File: config.mk
export PLATFORM = sky130hd
export DESIGN_NAME = trigger_top
export DESIGN_NICKNAME = d
export VERILOG_FILES = /design/src/hw/trigger_cfg_pkg.sv /design/src/hw/trigger_pkg.sv /design/src/hw/ttc_trigger_receiver.sv /design/src/hw/trigger_fifo.sv /design/src/hw/channel_acq_controller.sv /design/src/hw/trigger_processor.sv /design/src/hw/trigger_top.sv
export SDC_FILE = /design/constraint.sdc
export NUM_CORES = 2
export LEC_CHECK = 0
export BUFFER_PORTS_ARGS = -buffer_cell sky130_fd_sc_hd__buf_2
export CAP_MARGIN = 10
export CORE_AREA = 10 10 443 445
export DETAILED_ROUTE_END_ITERATION = 8
export DIE_AREA = 0 0 453 455
export HOLD_SLACK_MARGIN = 0.05
export PLACE_DENSITY = 0.53
export SYNTH_ARGS = -nofsm -noshare
export SYNTH_HDL_FRONTEND = slang
export SYNTH_SLANG_ARGS = --single-unit
File: constraint.sdc
create_clock -name ttc_clk -period 11.2 [get_ports ttc_clk]
set_clock_uncertainty 0.05 [all_clocks]
set_input_delay 0.56 -clock ttc_clk [delete_from_list [all_inputs] [get_ports ttc_clk]]
set_output_delay 0.56 -clock ttc_clk [all_outputs]
set_load 0.01 [all_outputs]
File: src/hw/trigger_cfg_pkg.sv
// Trigger path configuration

package trigger_cfg_pkg;

    // ----------------------------------------
    // sizes
    // ----------------------------------------
    localparam int NUM_CHAN    = 5;   // channel FPGAs
    localparam int TRIG_NUM_W  = 24;  // global trigger number
    localparam int TIMESTAMP_W = 44;  // free-running ttc_clk count
    localparam int TRIG_TYPE_W = 5;   // muon fill, laser, pedestal ...
    localparam int DELAY_W     = 8;   // trigger delay in ttc_clk cycles

    // ----------------------------------------
    // named vectors
    // ----------------------------------------
    typedef logic [NUM_CHAN-1:0]    chan_mask_t;  // one bit per channel
    typedef logic [TRIG_NUM_W-1:0]  trig_num_t;
    typedef logic [TRIG_TYPE_W-1:0] trig_type_t;
    typedef logic [TIMESTAMP_W-1:0] timestamp_t;

endpackage

File: src/hw/trigger_pkg.sv
// Trigger record types

package trigger_pkg;

    // ----------------------------------------
    // trigger FIFO payload
    // ----------------------------------------
    // written by the receiver on every accepted trigger
    typedef struct packed {
        trigger_cfg_pkg::timestamp_t timestamp;  // counter value at the sample edge
        trigger_cfg_pkg::trig_num_t  trig_num;   // starts at 1
        trigger_cfg_pkg::trig_type_t trig_type;  // as sampled with the trigger
    } trig_info_t;

    // ----------------------------------------
    // acquisition FIFO payload
    // ----------------------------------------
    // logged by the acquisition controller once all channels report done
    typedef struct packed {
        trigger_cfg_pkg::trig_num_t  trig_num;   // copy of the number handed over
        trigger_cfg_pkg::trig_type_t trig_type;  // copy of the type handed over
    } acq_event_t;

endpackage

File: src/hw/ttc_trigger_receiver.sv
// TTC trigger receiver
`timescale 1ns/1ps

module ttc_trigger_receiver (
    input  logic ttc_clk,
    input  logic rst,
    input  logic rst_trigger_num,        // from TTC channel B
    input  logic rst_trigger_timestamp,  // from TTC channel B

    // trigger input
    input  logic ttc_trigger,
    input  trigger_cfg_pkg::trig_type_t trig_type,

    // acquisition controller side
    input  logic acq_ready,                          // controller idle
    output logic acq_valid,
    output trigger_cfg_pkg::trig_num_t  acq_trig_num,
    output trigger_cfg_pkg::trig_type_t acq_trig_type,

    // trigger FIFO side
    input  logic trig_ready,
    output logic trig_valid,
    output trigger_pkg::trig_info_t trig_data,

    // status
    output trigger_cfg_pkg::trig_num_t  trig_num,       // last number assigned
    output trigger_cfg_pkg::timestamp_t trig_timestamp, // of last accepted trigger
    output logic error_trig_rate                        // sticky until rst
);

    logic trig_d;                           // ttc_trigger one edge ago
    logic trig_rise;
    logic accept;
    logic issue;                            // both transfers this cycle
    trigger_cfg_pkg::timestamp_t ts_cnt;
    trigger_cfg_pkg::trig_num_t  num_next;

    assign trig_rise = ttc_trigger & ~trig_d;
    assign accept    = trig_rise & acq_ready & trig_ready;  // both sinks must take it
    // a number reset in the same cycle still hands out 1
    assign num_next  = rst_trigger_num ? trigger_cfg_pkg::trig_num_t'(1) : trig_num + 1'b1;

    // ----------------------------------------
    // edge detect and counters
    // ----------------------------------------
    always_ff @(posedge ttc_clk) begin
        if (rst) begin
            trig_d <= 1'b0;
        end else begin
            trig_d <= ttc_trigger;
        end
    end

    always_ff @(posedge ttc_clk) begin
        if (rst || rst_trigger_timestamp) begin
            ts_cnt <= '0;                   // 0 in the following cycle
        end else begin
            ts_cnt <= ts_cnt + 1'b1;
        end
    end

    always_ff @(posedge ttc_clk) begin
        if (rst) begin
            trig_num <= '0;
        end else if (accept) begin
            trig_num <= num_next;
        end else if (rst_trigger_num) begin
            trig_num <= '0;                 // next accepted gets 1
        end
    end

    // ----------------------------------------
    // record, handshake, rate error
    // ----------------------------------------
    always_ff @(posedge ttc_clk) begin
        if (rst) begin
            trig_data       <= '0;
            issue           <= 1'b0;
            error_trig_rate <= 1'b0;
        end else begin
            issue <= accept;                // one-cycle valid, sinks are guaranteed ready
            if (accept) begin
                trig_data <= '{timestamp: ts_cnt, trig_num: num_next, trig_type: trig_type};
            end
            if (trig_rise && !(acq_ready && trig_ready)) begin
                error_trig_rate <= 1'b1;    // refused, number not consumed
            end
        end
    end

    assign acq_valid      = issue;
    assign trig_valid     = issue;
    assign acq_trig_num   = trig_data.trig_num;
    assign acq_trig_type  = trig_data.trig_type;
    assign trig_timestamp = trig_data.timestamp;

endmodule

File: src/hw/trigger_fifo.sv
// Synchronous valid/ready FIFO
`timescale 1ns/1ps

module trigger_fifo #(
    parameter type payload_t = logic [7:0],
    parameter int  FIFO_DEPTH = 16          // power of two, 2 or more
) (
    input  logic ttc_clk,
    input  logic rst,

    // write side
    input  logic     in_valid,
    input  payload_t in_data,
    output logic     in_ready,             // low when full

    // read side
    output logic     out_valid,            // high when not empty
    output payload_t out_data,
    input  logic     out_ready
);

    localparam int PTR_W = $clog2(FIFO_DEPTH);

    payload_t mem [FIFO_DEPTH];
    logic [PTR_W-1:0] wr_ptr;
    logic [PTR_W-1:0] rd_ptr;
    logic [PTR_W:0]   count;                // 0 .. FIFO_DEPTH
    logic wr_en;
    logic rd_en;

    assign in_ready  = (count != (PTR_W+1)'(FIFO_DEPTH));
    assign out_valid = (count != '0);
    assign wr_en     = in_valid & in_ready;
    assign rd_en     = out_valid & out_ready;
    assign out_data  = mem[rd_ptr];         // visible the cycle after write

    // ----------------------------------------
    // pointers and fill level
    // ----------------------------------------
    always_ff @(posedge ttc_clk) begin
        if (rst) begin
            wr_ptr <= '0;
            rd_ptr <= '0;
            count  <= '0;
        end else begin
            if (wr_en) wr_ptr <= wr_ptr + 1'b1;   // wraps at depth
            if (rd_en) rd_ptr <= rd_ptr + 1'b1;
            case ({wr_en, rd_en})
                2'b10:   count <= count + 1'b1;
                2'b01:   count <= count - 1'b1;
                default: count <= count;          // none or both
            endcase
        end
    end

    // storage
    always_ff @(posedge ttc_clk) begin
        if (wr_en) begin
            mem[wr_ptr] <= in_data;
        end
    end

    // a write into a full FIFO or a read from an empty one drives the level out of range
    a_level_range: assert property (@(posedge ttc_clk) disable iff (rst)
        count <= (PTR_W+1)'(FIFO_DEPTH));

    // pointer distance tracks the fill level
    a_ptr_level: assert property (@(posedge ttc_clk) disable iff (rst)
        (wr_ptr - rd_ptr) == count[PTR_W-1:0]);

endmodule

File: src/hw/channel_acq_controller.sv
// Channel acquisition controller
`timescale 1ns/1ps

module channel_acq_controller (
    input  logic ttc_clk,
    input  logic rst,

    // configuration
    input  trigger_cfg_pkg::chan_mask_t chan_en,                // channels to trigger
    input  logic [trigger_cfg_pkg::DELAY_W-1:0] trig_delay,     // cycles before the pulse

    // from the trigger receiver
    input  logic acq_valid,
    input  trigger_cfg_pkg::trig_num_t  acq_trig_num,
    input  trigger_cfg_pkg::trig_type_t acq_trig_type,
    output logic acq_ready,                                     // high only when idle

    // channel FPGAs
    input  trigger_cfg_pkg::chan_mask_t chan_dones,
    output trigger_cfg_pkg::chan_mask_t chan_enable,
    output trigger_cfg_pkg::chan_mask_t chan_trig,              // one-cycle pulse

    // to the acquisition FIFO
    output logic event_valid,
    output trigger_pkg::acq_event_t event_data,
    input  logic event_ready
);

    typedef enum logic [1:0] {
        IDLE,
        DELAY,      // counting down trig_delay
        ACQUIRE,    // pulse sent, gathering done bits
        LOG         // event offered to the FIFO
    } state_t;

    state_t state;
    logic [trigger_cfg_pkg::DELAY_W-1:0] delay_cnt;
    trigger_cfg_pkg::chan_mask_t mask;          // enabled set for this trigger
    trigger_cfg_pkg::chan_mask_t done_seen;     // sticky
    trigger_cfg_pkg::chan_mask_t done_hit;
    logic all_done;
    logic take;

    assign take        = (state == IDLE) & acq_valid;
    // a channel cannot be done in its own trigger cycle, ignores stale levels
    assign done_hit    = chan_dones & mask & ~chan_trig;
    assign all_done    = ((done_seen | done_hit) == mask);
    assign acq_ready   = (state == IDLE);
    assign event_valid = (state == LOG);

    // ----------------------------------------
    // control FSM
    // ----------------------------------------
    always_ff @(posedge ttc_clk) begin
        if (rst) begin
            state       <= IDLE;
            delay_cnt   <= '0;
            done_seen   <= '0;
            chan_enable <= '0;
            chan_trig   <= '0;
        end else begin
            chan_trig <= '0;                        // pulse lasts one cycle
            case (state)
                IDLE: begin
                    if (acq_valid) begin
                        chan_enable <= chan_en;     // up in the next cycle
                        done_seen   <= '0;
                        if (trig_delay == '0) begin
                            chan_trig <= chan_en;   // no delay, fire with enable
                            state     <= ACQUIRE;
                        end else begin
                            delay_cnt <= trig_delay;
                            state     <= DELAY;
                        end
                    end
                end
                DELAY: begin
                    delay_cnt <= delay_cnt - 1'b1;
                    if (delay_cnt == trigger_cfg_pkg::DELAY_W'(1)) begin
                        chan_trig <= mask;
                        state     <= ACQUIRE;
                    end
                end
                ACQUIRE: begin
                    done_seen <= done_seen | done_hit;
                    if (all_done) begin
                        chan_enable <= '0;          // drops as the event goes out
                        state       <= LOG;
                    end
                end
                LOG: begin
                    if (event_ready) state <= IDLE; // ready again next cycle
                end
                default: state <= IDLE;
            endcase
        end
    end

    // latched trigger fields
    always_ff @(posedge ttc_clk) begin
        if (take) begin
            mask       <= chan_en;
            event_data <= '{trig_num: acq_trig_num, trig_type: acq_trig_type};
        end
    end

    // pulse never reaches a channel outside the latched set
    a_trig_in_mask: assert property (@(posedge ttc_clk) disable iff (rst)
        (chan_trig & ~mask) == '0);

endmodule

File: src/hw/trigger_processor.sv
// Trigger processor
`timescale 1ns/1ps

module trigger_processor (
    input  logic ttc_clk,
    input  logic rst,

    // trigger FIFO
    input  logic trig_valid,
    input  trigger_pkg::trig_info_t trig_data,
    output logic trig_ready,

    // acquisition FIFO
    input  logic event_valid,
    input  trigger_pkg::acq_event_t event_data,
    output logic event_ready,

    // command manager
    input  logic readout_ready,                         // manager idle
    input  logic readout_done,                          // one-cycle pulse
    output logic readout_valid,
    output trigger_cfg_pkg::trig_num_t  ttc_trig_num,   // global number
    output trigger_cfg_pkg::trig_num_t  ttc_event_num,  // number logged by the channels
    output trigger_cfg_pkg::trig_type_t ttc_trig_type,
    output trigger_cfg_pkg::timestamp_t ttc_trig_timestamp,

    // sticky errors
    output logic error_trig_num,
    output logic error_trig_type
);

    typedef enum logic [1:0] {
        IDLE,
        OFFER,      // readout_valid up
        WAIT_DONE   // readout running
    } state_t;

    state_t state;
    logic pop;

    // both FIFOs popped together
    assign pop           = (state == IDLE) & trig_valid & event_valid;
    assign trig_ready    = pop;
    assign event_ready   = pop;
    assign readout_valid = (state == OFFER);

    // ----------------------------------------
    // readout FSM and checks
    // ----------------------------------------
    always_ff @(posedge ttc_clk) begin
        if (rst) begin
            state           <= IDLE;
            error_trig_num  <= 1'b0;
            error_trig_type <= 1'b0;
        end else begin
            case (state)
                IDLE: begin
                    if (pop) begin
                        state <= OFFER;
                        if (trig_data.trig_num != event_data.trig_num) error_trig_num <= 1'b1;
                        if (trig_data.trig_type != event_data.trig_type) error_trig_type <= 1'b1;
                    end
                end
                OFFER:     if (readout_ready) state <= WAIT_DONE;
                WAIT_DONE: if (readout_done) state <= IDLE;
                default:   state <= IDLE;
            endcase
        end
    end

    // popped pair
    always_ff @(posedge ttc_clk) begin
        if (pop) begin
            ttc_trig_num       <= trig_data.trig_num;
            ttc_event_num      <= event_data.trig_num;
            ttc_trig_type      <= trig_data.trig_type;
            ttc_trig_timestamp <= trig_data.timestamp;
        end
    end

    // record and valid hold while the manager stalls
    a_offer_stable: assert property (@(posedge ttc_clk) disable iff (rst)
        (readout_valid && !readout_ready) |=> readout_valid &&
        $stable({ttc_trig_num, ttc_event_num, ttc_trig_type, ttc_trig_timestamp}));

endmodule

File: src/hw/trigger_top.sv
// Trigger manager top
`timescale 1ns/1ps

module trigger_top #(
    parameter int FIFO_DEPTH = 16               // both FIFOs
) (
    input  logic ttc_clk,
    input  logic rst,
    input  logic rst_trigger_num,               // TTC channel B
    input  logic rst_trigger_timestamp,         // TTC channel B

    // trigger and configuration
    input  logic ttc_trigger,
    input  trigger_cfg_pkg::trig_type_t trig_type,
    input  trigger_cfg_pkg::chan_mask_t chan_en,
    input  logic [trigger_cfg_pkg::DELAY_W-1:0] trig_delay,

    // channel FPGAs
    input  trigger_cfg_pkg::chan_mask_t chan_dones,
    output trigger_cfg_pkg::chan_mask_t chan_enable,
    output trigger_cfg_pkg::chan_mask_t chan_trig,

    // command manager
    input  logic readout_ready,
    input  logic readout_done,
    output logic readout_valid,
    output trigger_cfg_pkg::trig_num_t  ttc_trig_num,
    output trigger_cfg_pkg::trig_num_t  ttc_event_num,
    output trigger_cfg_pkg::trig_type_t ttc_trig_type,
    output trigger_cfg_pkg::timestamp_t ttc_trig_timestamp,

    // status and errors
    output trigger_cfg_pkg::trig_num_t  trig_num,
    output trigger_cfg_pkg::timestamp_t trig_timestamp,
    output logic trig_fifo_full,
    output logic acq_fifo_full,
    output logic acq_busy,
    output logic error_trig_rate,
    output logic error_trig_num,
    output logic error_trig_type
);

    // ----------------------------------------
    // internal links
    // ----------------------------------------
    logic acq_valid, acq_ready;
    trigger_cfg_pkg::trig_num_t  acq_trig_num;
    trigger_cfg_pkg::trig_type_t acq_trig_type;
    logic trig_in_valid, trig_in_ready, trig_out_valid, trig_out_ready;
    trigger_pkg::trig_info_t trig_in_data, trig_out_data;
    logic evt_in_valid, evt_in_ready, evt_out_valid, evt_out_ready;
    trigger_pkg::acq_event_t evt_in_data, evt_out_data;

    assign trig_fifo_full = ~trig_in_ready;
    assign acq_fifo_full  = ~evt_in_ready;
    assign acq_busy       = ~acq_ready;

    ttc_trigger_receiver ttc_trigger_receiver_i (
        .ttc_clk, .rst, .rst_trigger_num, .rst_trigger_timestamp,
        .ttc_trigger, .trig_type,
        .acq_ready, .acq_valid, .acq_trig_num, .acq_trig_type,
        .trig_ready(trig_in_ready), .trig_valid(trig_in_valid), .trig_data(trig_in_data),
        .trig_num, .trig_timestamp, .error_trig_rate
    );

    // timestamp, number and type per accepted trigger
    trigger_fifo #(.payload_t(trigger_pkg::trig_info_t), .FIFO_DEPTH(FIFO_DEPTH)) trig_fifo_i (
        .ttc_clk, .rst,
        .in_valid(trig_in_valid), .in_data(trig_in_data), .in_ready(trig_in_ready),
        .out_valid(trig_out_valid), .out_data(trig_out_data), .out_ready(trig_out_ready)
    );

    channel_acq_controller channel_acq_controller_i (
        .ttc_clk, .rst, .chan_en, .trig_delay,
        .acq_valid, .acq_trig_num, .acq_trig_type, .acq_ready,
        .chan_dones, .chan_enable, .chan_trig,
        .event_valid(evt_in_valid), .event_data(evt_in_data), .event_ready(evt_in_ready)
    );

    // number and type per completed acquisition
    trigger_fifo #(.payload_t(trigger_pkg::acq_event_t), .FIFO_DEPTH(FIFO_DEPTH)) acq_fifo_i (
        .ttc_clk, .rst,
        .in_valid(evt_in_valid), .in_data(evt_in_data), .in_ready(evt_in_ready),
        .out_valid(evt_out_valid), .out_data(evt_out_data), .out_ready(evt_out_ready)
    );

    trigger_processor trigger_processor_i (
        .ttc_clk, .rst,
        .trig_valid(trig_out_valid), .trig_data(trig_out_data), .trig_ready(trig_out_ready),
        .event_valid(evt_out_valid), .event_data(evt_out_data), .event_ready(evt_out_ready),
        .readout_ready, .readout_done, .readout_valid,
        .ttc_trig_num, .ttc_event_num, .ttc_trig_type, .ttc_trig_timestamp,
        .error_trig_num, .error_trig_type
    );

endmodule

==> Word level (Yosys, flattened, before mapping) <==
Memory sizes are Yosys's and may differ from the RTL's. A register that Yosys moved wholly into a read port is not among the register bits.
Cells that the tools add are included.
{ "word_totals": {"n_memories": 2, "output_inout_bits": 182, "regBits": 330, "wordCells": 139, "in_bits": 30, "mem_bits_rw": 1632} }
{ "classes": {"muxes": 35, "addsub": 11, "bitwise_logic": 18, "eq_ne": 23, "reduce_logical": 21} }
{ "memory_table": {"columns": ["memory", "words", "word_bits", "rd", "rd_clocked_by_memory_dff", "write_ports", "line", "rtl"], "rows": [
  ["trig_fifo_i.mem", 16, 73, 1, 1, 1, "trigger_fifo.sv:24", "payload_t mem [FIFO_DEPTH];"],
  ["acq_fifo_i.mem", 16, 29, 1, 1, 1, "trigger_fifo.sv:24", null]
]} }
{ "ops": {"columns": ["operator", "count"], "rows": [
  ["$mux W24", 3],
  ["$pmux W5 S2", 5],
  ["$add A44 B1 Y44 const B", 1],
  ["$mux W5", 6],
  ["$add A24 B1 Y24 const B", 1],
  ["$ne A24 B24 Y1", 1],
  ["$add A4 B1 Y4 const B", 4],
  ["$mux W2", 8],
  ["$mux W4", 4],
  ["$mux W8", 2],
  ["$pmux W8 S2", 1],
  ["$reduce_and A3 Y1", 5],
  ["$add A5 B1 Y5 const B", 2],
  ["$and A1 B1 Y1", 10],
  ["$and A5 B5 Y5", 2],
  ["$eq A2 B2 Y1 const B", 5],
  ["$ne A2 B2 Y1 const B", 5],
  ["$ne A5 B5 Y1 const B", 2],
  ["$reduce_bool A2 Y1", 5],
  ["$reduce_bool A5 Y1", 2],
  ["$sub A5 B1 Y5 const B", 2],
  ["$eq A2 B1 Y1 const B", 4],
  ["$eq A8 B1 Y1 const B", 1],
  ["$logic_not A8 Y1", 1],
  ["16 further kinds", 26]
]} }

==> Longest topological paths before layout <==
{ "logic_depth": {"depth_word": 6, "mapped_depth": 14, "ltp_nobuf": 13} }

==> By module <==
A second synthesis with hierarchy kept.
{ "hier_totals": {"cells_unflattened": 3968, "hier_area_um2": 75728.9} }
{ "by_module_without_submodules": {"columns": ["module", "area_each_um2", "cells_per_inst", "seq_area_each_um2", "instances"], "rows": [
  ["trigger_fifo at trig_fifo_i", 44630.3, 1911, 35414.0, 1],
  ["trigger_fifo at acq_fifo_i", 18407.7, 841, 14273.7, 1],
  ["ttc_trigger_receiver", 6745.2, 842, 2882.8, 1],
  ["trigger_processor", 3400.8, 154, 2992.9, 1],
  ["channel_acq_controller", 2533.7, 217, 1521.5, 1],
  ["trigger_top", 11.3, 3, 0.0, 1]
]} }

==> Worst setup path before layout <==
No wires, ideal clock.
{ "synth_timing": {"path_kind": "reg2reg", "from": "reg trig_fifo_i.count[1]", "to": "reg trigger_processor_i.ttc_event_num[0], enable pin", "t_arrival_ns": 7.865, "setup_slack_ns": 2.576, "path_stages_with_launch": 4, "required_ns": 10.442, "period_less_slack_ns": 8.624, "setup_time_ns": 0.708, "n_path_buf": 1, "path_cell_list": "dfxtp_1 > buf_2 > nor4_2 > a221oi_1"} }
{ "synth_between": {"elab_chain_cells": 3} }
{ "synth_rtl": {"columns": ["element", "line", "rtl"], "rows": [
  ["from (decl)", "trigger_fifo.sv:27", "logic [PTR_W:0] count;"],
  ["from (signal assigned)", "trigger_fifo.sv:49", "2'b10: count <= count + 1'b1;"],
  ["from (signal assigned)", "trigger_fifo.sv:50", "2'b01: count <= count - 1'b1;"],
  ["from (signal assigned)", "trigger_fifo.sv:51", "default: count <= count;"],
  ["$reduce_bool A5 Y1", "trigger_fifo.sv:32", "assign out_valid = (count != '0);"],
  ["$and A1 B1 Y1 (2 in series)", "trigger_processor.sv:42", "assign pop = (state == IDLE) & trig_valid & event_valid;"],
  ["to (signal assigned)", "trigger_processor.sv:75", "ttc_event_num <= event_data.trig_num;"],
  ["to (decl)", "trigger_processor.sv:23", "output trigger_cfg_pkg::trig_num_t ttc_event_num,"]
]} }
No other way between the ends.
A chain may end at the register's enable or synchronous reset.

==> Worst setup path after layout <==
{ "layout_timing": {"from": "reg trig_fifo_i.count[1]", "to": "mem trig_fifo_i.mem[11][7] in the netlist's numbering, enable pin"} }
{ "layout_between": {"elab_chain_cells": 4} }
{ "layout_rtl": {"columns": ["element", "line", "rtl"], "rows": [
  ["$ne A5 B5 Y1", "trigger_fifo.sv:31", "assign in_ready = (count != (PTR_W+1)'(FIFO_DEPTH));"],
  ["$and A1 B1 Y1", "trigger_fifo.sv:33", "assign wr_en = in_valid & in_ready;"],
  ["$mux W1", "trigger_fifo.sv:58", "if (wr_en) begin"],
  ["$mux W1 (implied by the code)", "trigger_fifo.sv:59", "mem[wr_ptr] <= in_data;"],
  ["to (decl)", "trigger_fifo.sv:24", null]
]} }
No other way between the ends.

==> impl_metrics.toml <==
[setup_path]
worstReg2RegEnd = "trig_fifo_i.mem[11][7]$_DFFE_PP_"
criticalPathCategory = "flop to flop"
worstPathMaxFanout = 28
setup.worst_path.end = "trig_fifo_i.mem[11][7]$_DFFE_PP_"
end_kind = "flop"
r2r_cells = 8
worstPathArrival_ps = 4770
regToRegSetupSlack_ps = 6820
regToRegStartpoint = "trig_fifo_i.count[1]$_SDFFE_PP0P_"
startpoint = "trig_fifo_i.count[1]$_SDFFE_PP0P_"
crit_path_start_kind = "flop"
cp.required_ps = 11580

[sta]
worst_pin_slew_ps = 1120
finalSetupViolations = 0
finalWorstSetupSlack_ps = 6820
min_period_over_period = 0.391
fin_setup_tns_ps = 0
rsz0062_at_grt = "no"
fin_crit_ps = 4380
slew_viol_final = 0
max_clock_freq_mhz = 228
hold_viol = 0
relSlewSlack = 0.256

[final_layout]
final_layout_size_suffix_gt1_frac = 0.266
area_growth_pct = 15.2
finalNetCount = 4048

[synthesis]
synthCells = 3659
syn_avg_cell_area_sq_um = 20.3
yosysWarningCount = 0
syn_area_sq_um = 74300
synth-edff-count = 1763
synth_nets = 3715
ys_types = 55
synth_seq_area_share = 0.768
ys_seq_elements = 1970
async_reset_ff_frac = 0
synth_ff_type = "edfxtp_1"

[clocking]
cts_num_sinks = 1970
postCtsSetupBuffers = 0
clockBufferDepth = 3
cts.hold.buffers_added = 19
htreeDepth = 4
clock_latency_ps = 840
cts_tree = "done"
post_cts_resized = 0
cts-root-buf = "clkbuf_16"
cts_made_buffers = 204
path_clk_slew_ps = 60

[power_and_ir_drop]
p_leak_nw = 28.1
pwr-share-seq = 0.526
power.density_nw_per_um2 = 181
p_comb_frac = 0.037
p_switching_w = 0.00334
peakVddDrop_mv = 0.145
clkPwrFrac = 0.437
power.share.switching = 0.215
internal_power_w = 0.0122

[floorplan]
io_pins = 212
core.rowCount = 159
die_area_sq_um = 206000
core_sq_um = 187000
die_w_um = 453
die_h_um = 455
initial_core_util = 0.397

[global_route]
met3_usage = 0.0348
overflow = 0
gr-max-usage-layer = "met2"
antenna_found_initial = 10
grt_pass1_vias = 37300
grt_pass1_wl_um = 274000
grt_usage = 0.183
grt_max_degree = 94
grt.met1_usage = 0.241
grt_use_met2 = 0.310

[routing]
drtPass1Iterations = 5
wl_per_cell_um = 28.6
vias = 36200
antenna_left = 0
drt_iter0_drc = 3129
avgViaCountPerCell = 5.43
route.detailed.drc = 0
wl_um = 191000

[place]
gp_congestion = 0.753
port_buffers = 211
dp_hpwl_um = 106000
dp_slack_ps = 6720

[status]
status = "complete, no violations"

[flow_run]
max_cap_violations = 0

[worst_hold_path]
holdCritPathClass = "primary input to flop"
==> cells by family (layout without fill, tap and decap cells) <==
| family | Yosys count | after routing | share of synthesized area |
|---|---|---|---|
| fa+ha+maj | 26 | 26 | 0.00448 |
| flops | 1970 | 1970 | 0.768 |
| mux | 467 | 467 | 0.140 |
| xor+xnor | 128 | 128 | 0.0151 |
| compound gates | 281 | 281 | 0.0246 |
| simple gates | 568 | 568 | 0.0345 |
| other cells | 0 | 2 | 0 |
| buf+inv | 219 | 734 | 0.0129 |
==> layer usage <==
metal  share of wire  routed length, um
met1            0.42              79300
met2            0.50              96300
met3           0.055              10500
met4           0.026               4890
met5               0                  0
==> registers in the layout, summed over array words and instances, names as in the netlist, 8 cells and up, named ones only <==
signal                                  cells
acq_fifo_i.mem                            464
channel_acq_controller_i.delay_cnt          8
channel_acq_controller_i.event_data        29
trig_fifo_i.mem                          1168
trigger_processor_i.ttc_event_num          24
trigger_processor_i.ttc_trig_num           24
trigger_processor_i.ttc_trig_timestamp     44
ttc_trigger_receiver_i.acq_trig_num        24
ttc_trigger_receiver_i.trig_num            24
ttc_trigger_receiver_i.trig_timestamp      44
ttc_trigger_receiver_i.ts_cnt              44
==> final cells by class <==
cell class,count,area (sq um)
Multi-Input combinational cell,1470,16600
Clock inverter,118,1280
Antenna cell,2,5.00
Fill cell,15800,102000
Clock buffer,270,5470
Sequential cell,1970,57100
Timing Repair Buffer,315,1930
Inverter,31,116
Tap cell,2495,3120
==> power groups by stage <==
stage / clock network [W] / logic (W) / registers [W]
final: 0.00679 / 0.000581 / 0.00817
after global routing: 0.00722 / 0.000639 / 0.00818
after CTS: 0.00693 / 0.000595 / 0.00817
after detailed placement: 0 / 0.000588 / 0.00833
after global placement: 0 / 0.000587 / 0.00832
after floorplan: 0 / 0.000383 / 0.00829
==> cell usage after synthesis (5+ instances only) <==
cell type / count / area, sq um
buf_4: 8 / 60.1
nor3_1: 22 / 110
xor2_1: 70 / 613
a211oi_1: 10 / 75.1
buf_2: 43 / 215
xnor2_1: 58 / 508
inv_1: 27 / 101
or3_1: 11 / 68.8
mux2i_1: 6 / 60.1
nand3_1: 26 / 130
nand2_1: 208 / 781
nor2b_1: 16 / 100
a22oi_1: 124 / 931
buf_6: 7 / 78.8
edfxtp_1: 1763 / 52900
and2_1: 10 / 62.6
o21ai_0: 21 / 105
ha_1: 25 / 313
buf_1: 21 / 78.8
clkbuf_1: 108 / 405
and3_1: 19 / 119
and4_1: 5 / 43.8
dfxtp_1: 207 / 4140
a221oi_1: 7 / 61.3
nand2b_1: 10 / 62.6
nor2_1: 186 / 698
nand4_1: 33 / 206
mux4_2: 460 / 10400
a21oi_1: 94 / 470
==> critical path, stage by stage, from the launching register on <==
cell and delay [ps]:
dfxtp_1 480, nor4_2 170, nand2_1 220, inv_2 60
nor2_1 510, nand2_1 410, nor2_4 810, buf_4 600
buf_4 620
==> placed cells by master, fill, tap and decap left out, types with 12 or more instances in the layout <==
master         count
xnor2_1           58
and3_1            18
clkbuf_16        205
nor2_4            25
clkinv_1          38
ha_1              25
nand2_1          208
a22oi_1          124
buf_2            210
xor2_1            70
inv_1             26
o21ai_0           21
clkbuf_1          55
nand3_1           25
a21oi_1           94
nor2_1           160
buf_4             82
nor3_1            14
bufinv_16         20
clkinv_2          35
nor2b_1           12
edfxtp_1        1763
dfxtp_1          201
nand4_1           33
mux4_2           460
dlygate4sd3_1     19
==> how the worst min path moves through the flow <==
stage                                                 startpoint                                                endpoint  slack [ps]  cells after the start
finish                                             trig_delay[1]      channel_acq_controller_i.delay_cnt[1]$_SDFFE_PP0P_         120                      5
global route                                       trig_delay[4]      channel_acq_controller_i.delay_cnt[4]$_SDFFE_PP0P_         120                      4
CTS                                                trig_delay[1]      channel_acq_controller_i.delay_cnt[1]$_SDFFE_PP0P_          60                      5
detailed placement  ttc_trigger_receiver_i.ts_cnt[43]$_SDFF_PP0_  ttc_trigger_receiver_i.trig_timestamp[43]$_SDFFE_PP0P_         410                      2
global placement     ttc_trigger_receiver_i.ts_cnt[4]$_SDFF_PP0_   ttc_trigger_receiver_i.trig_timestamp[4]$_SDFFE_PP0P_         410                      2
floorplan            ttc_trigger_receiver_i.ts_cnt[4]$_SDFF_PP0_   ttc_trigger_receiver_i.trig_timestamp[4]$_SDFFE_PP0P_         390                      2
==> metrics by stage <==
step | total power [W] | instances | util | area (sq um) | hold WS (ps)
finish | 0.0155 | 6671 | 0.457 | 85600 | 122
detailed placement | 0.00891 | 6262 | 0.420 | 78700 | 412
floorplan | 0.00868 | 3659 | - | 74300 | 391
CTS | 0.0157 | 6669 | 0.457 | 85600 | 56.7
global route | 0.0160 | 6670 | 0.457 | 85600 | 121
global placement | 0.00891 | 6262 | 0.420 | 78700 | 406
Note: power is estimated with default switching activity, not from simulation.
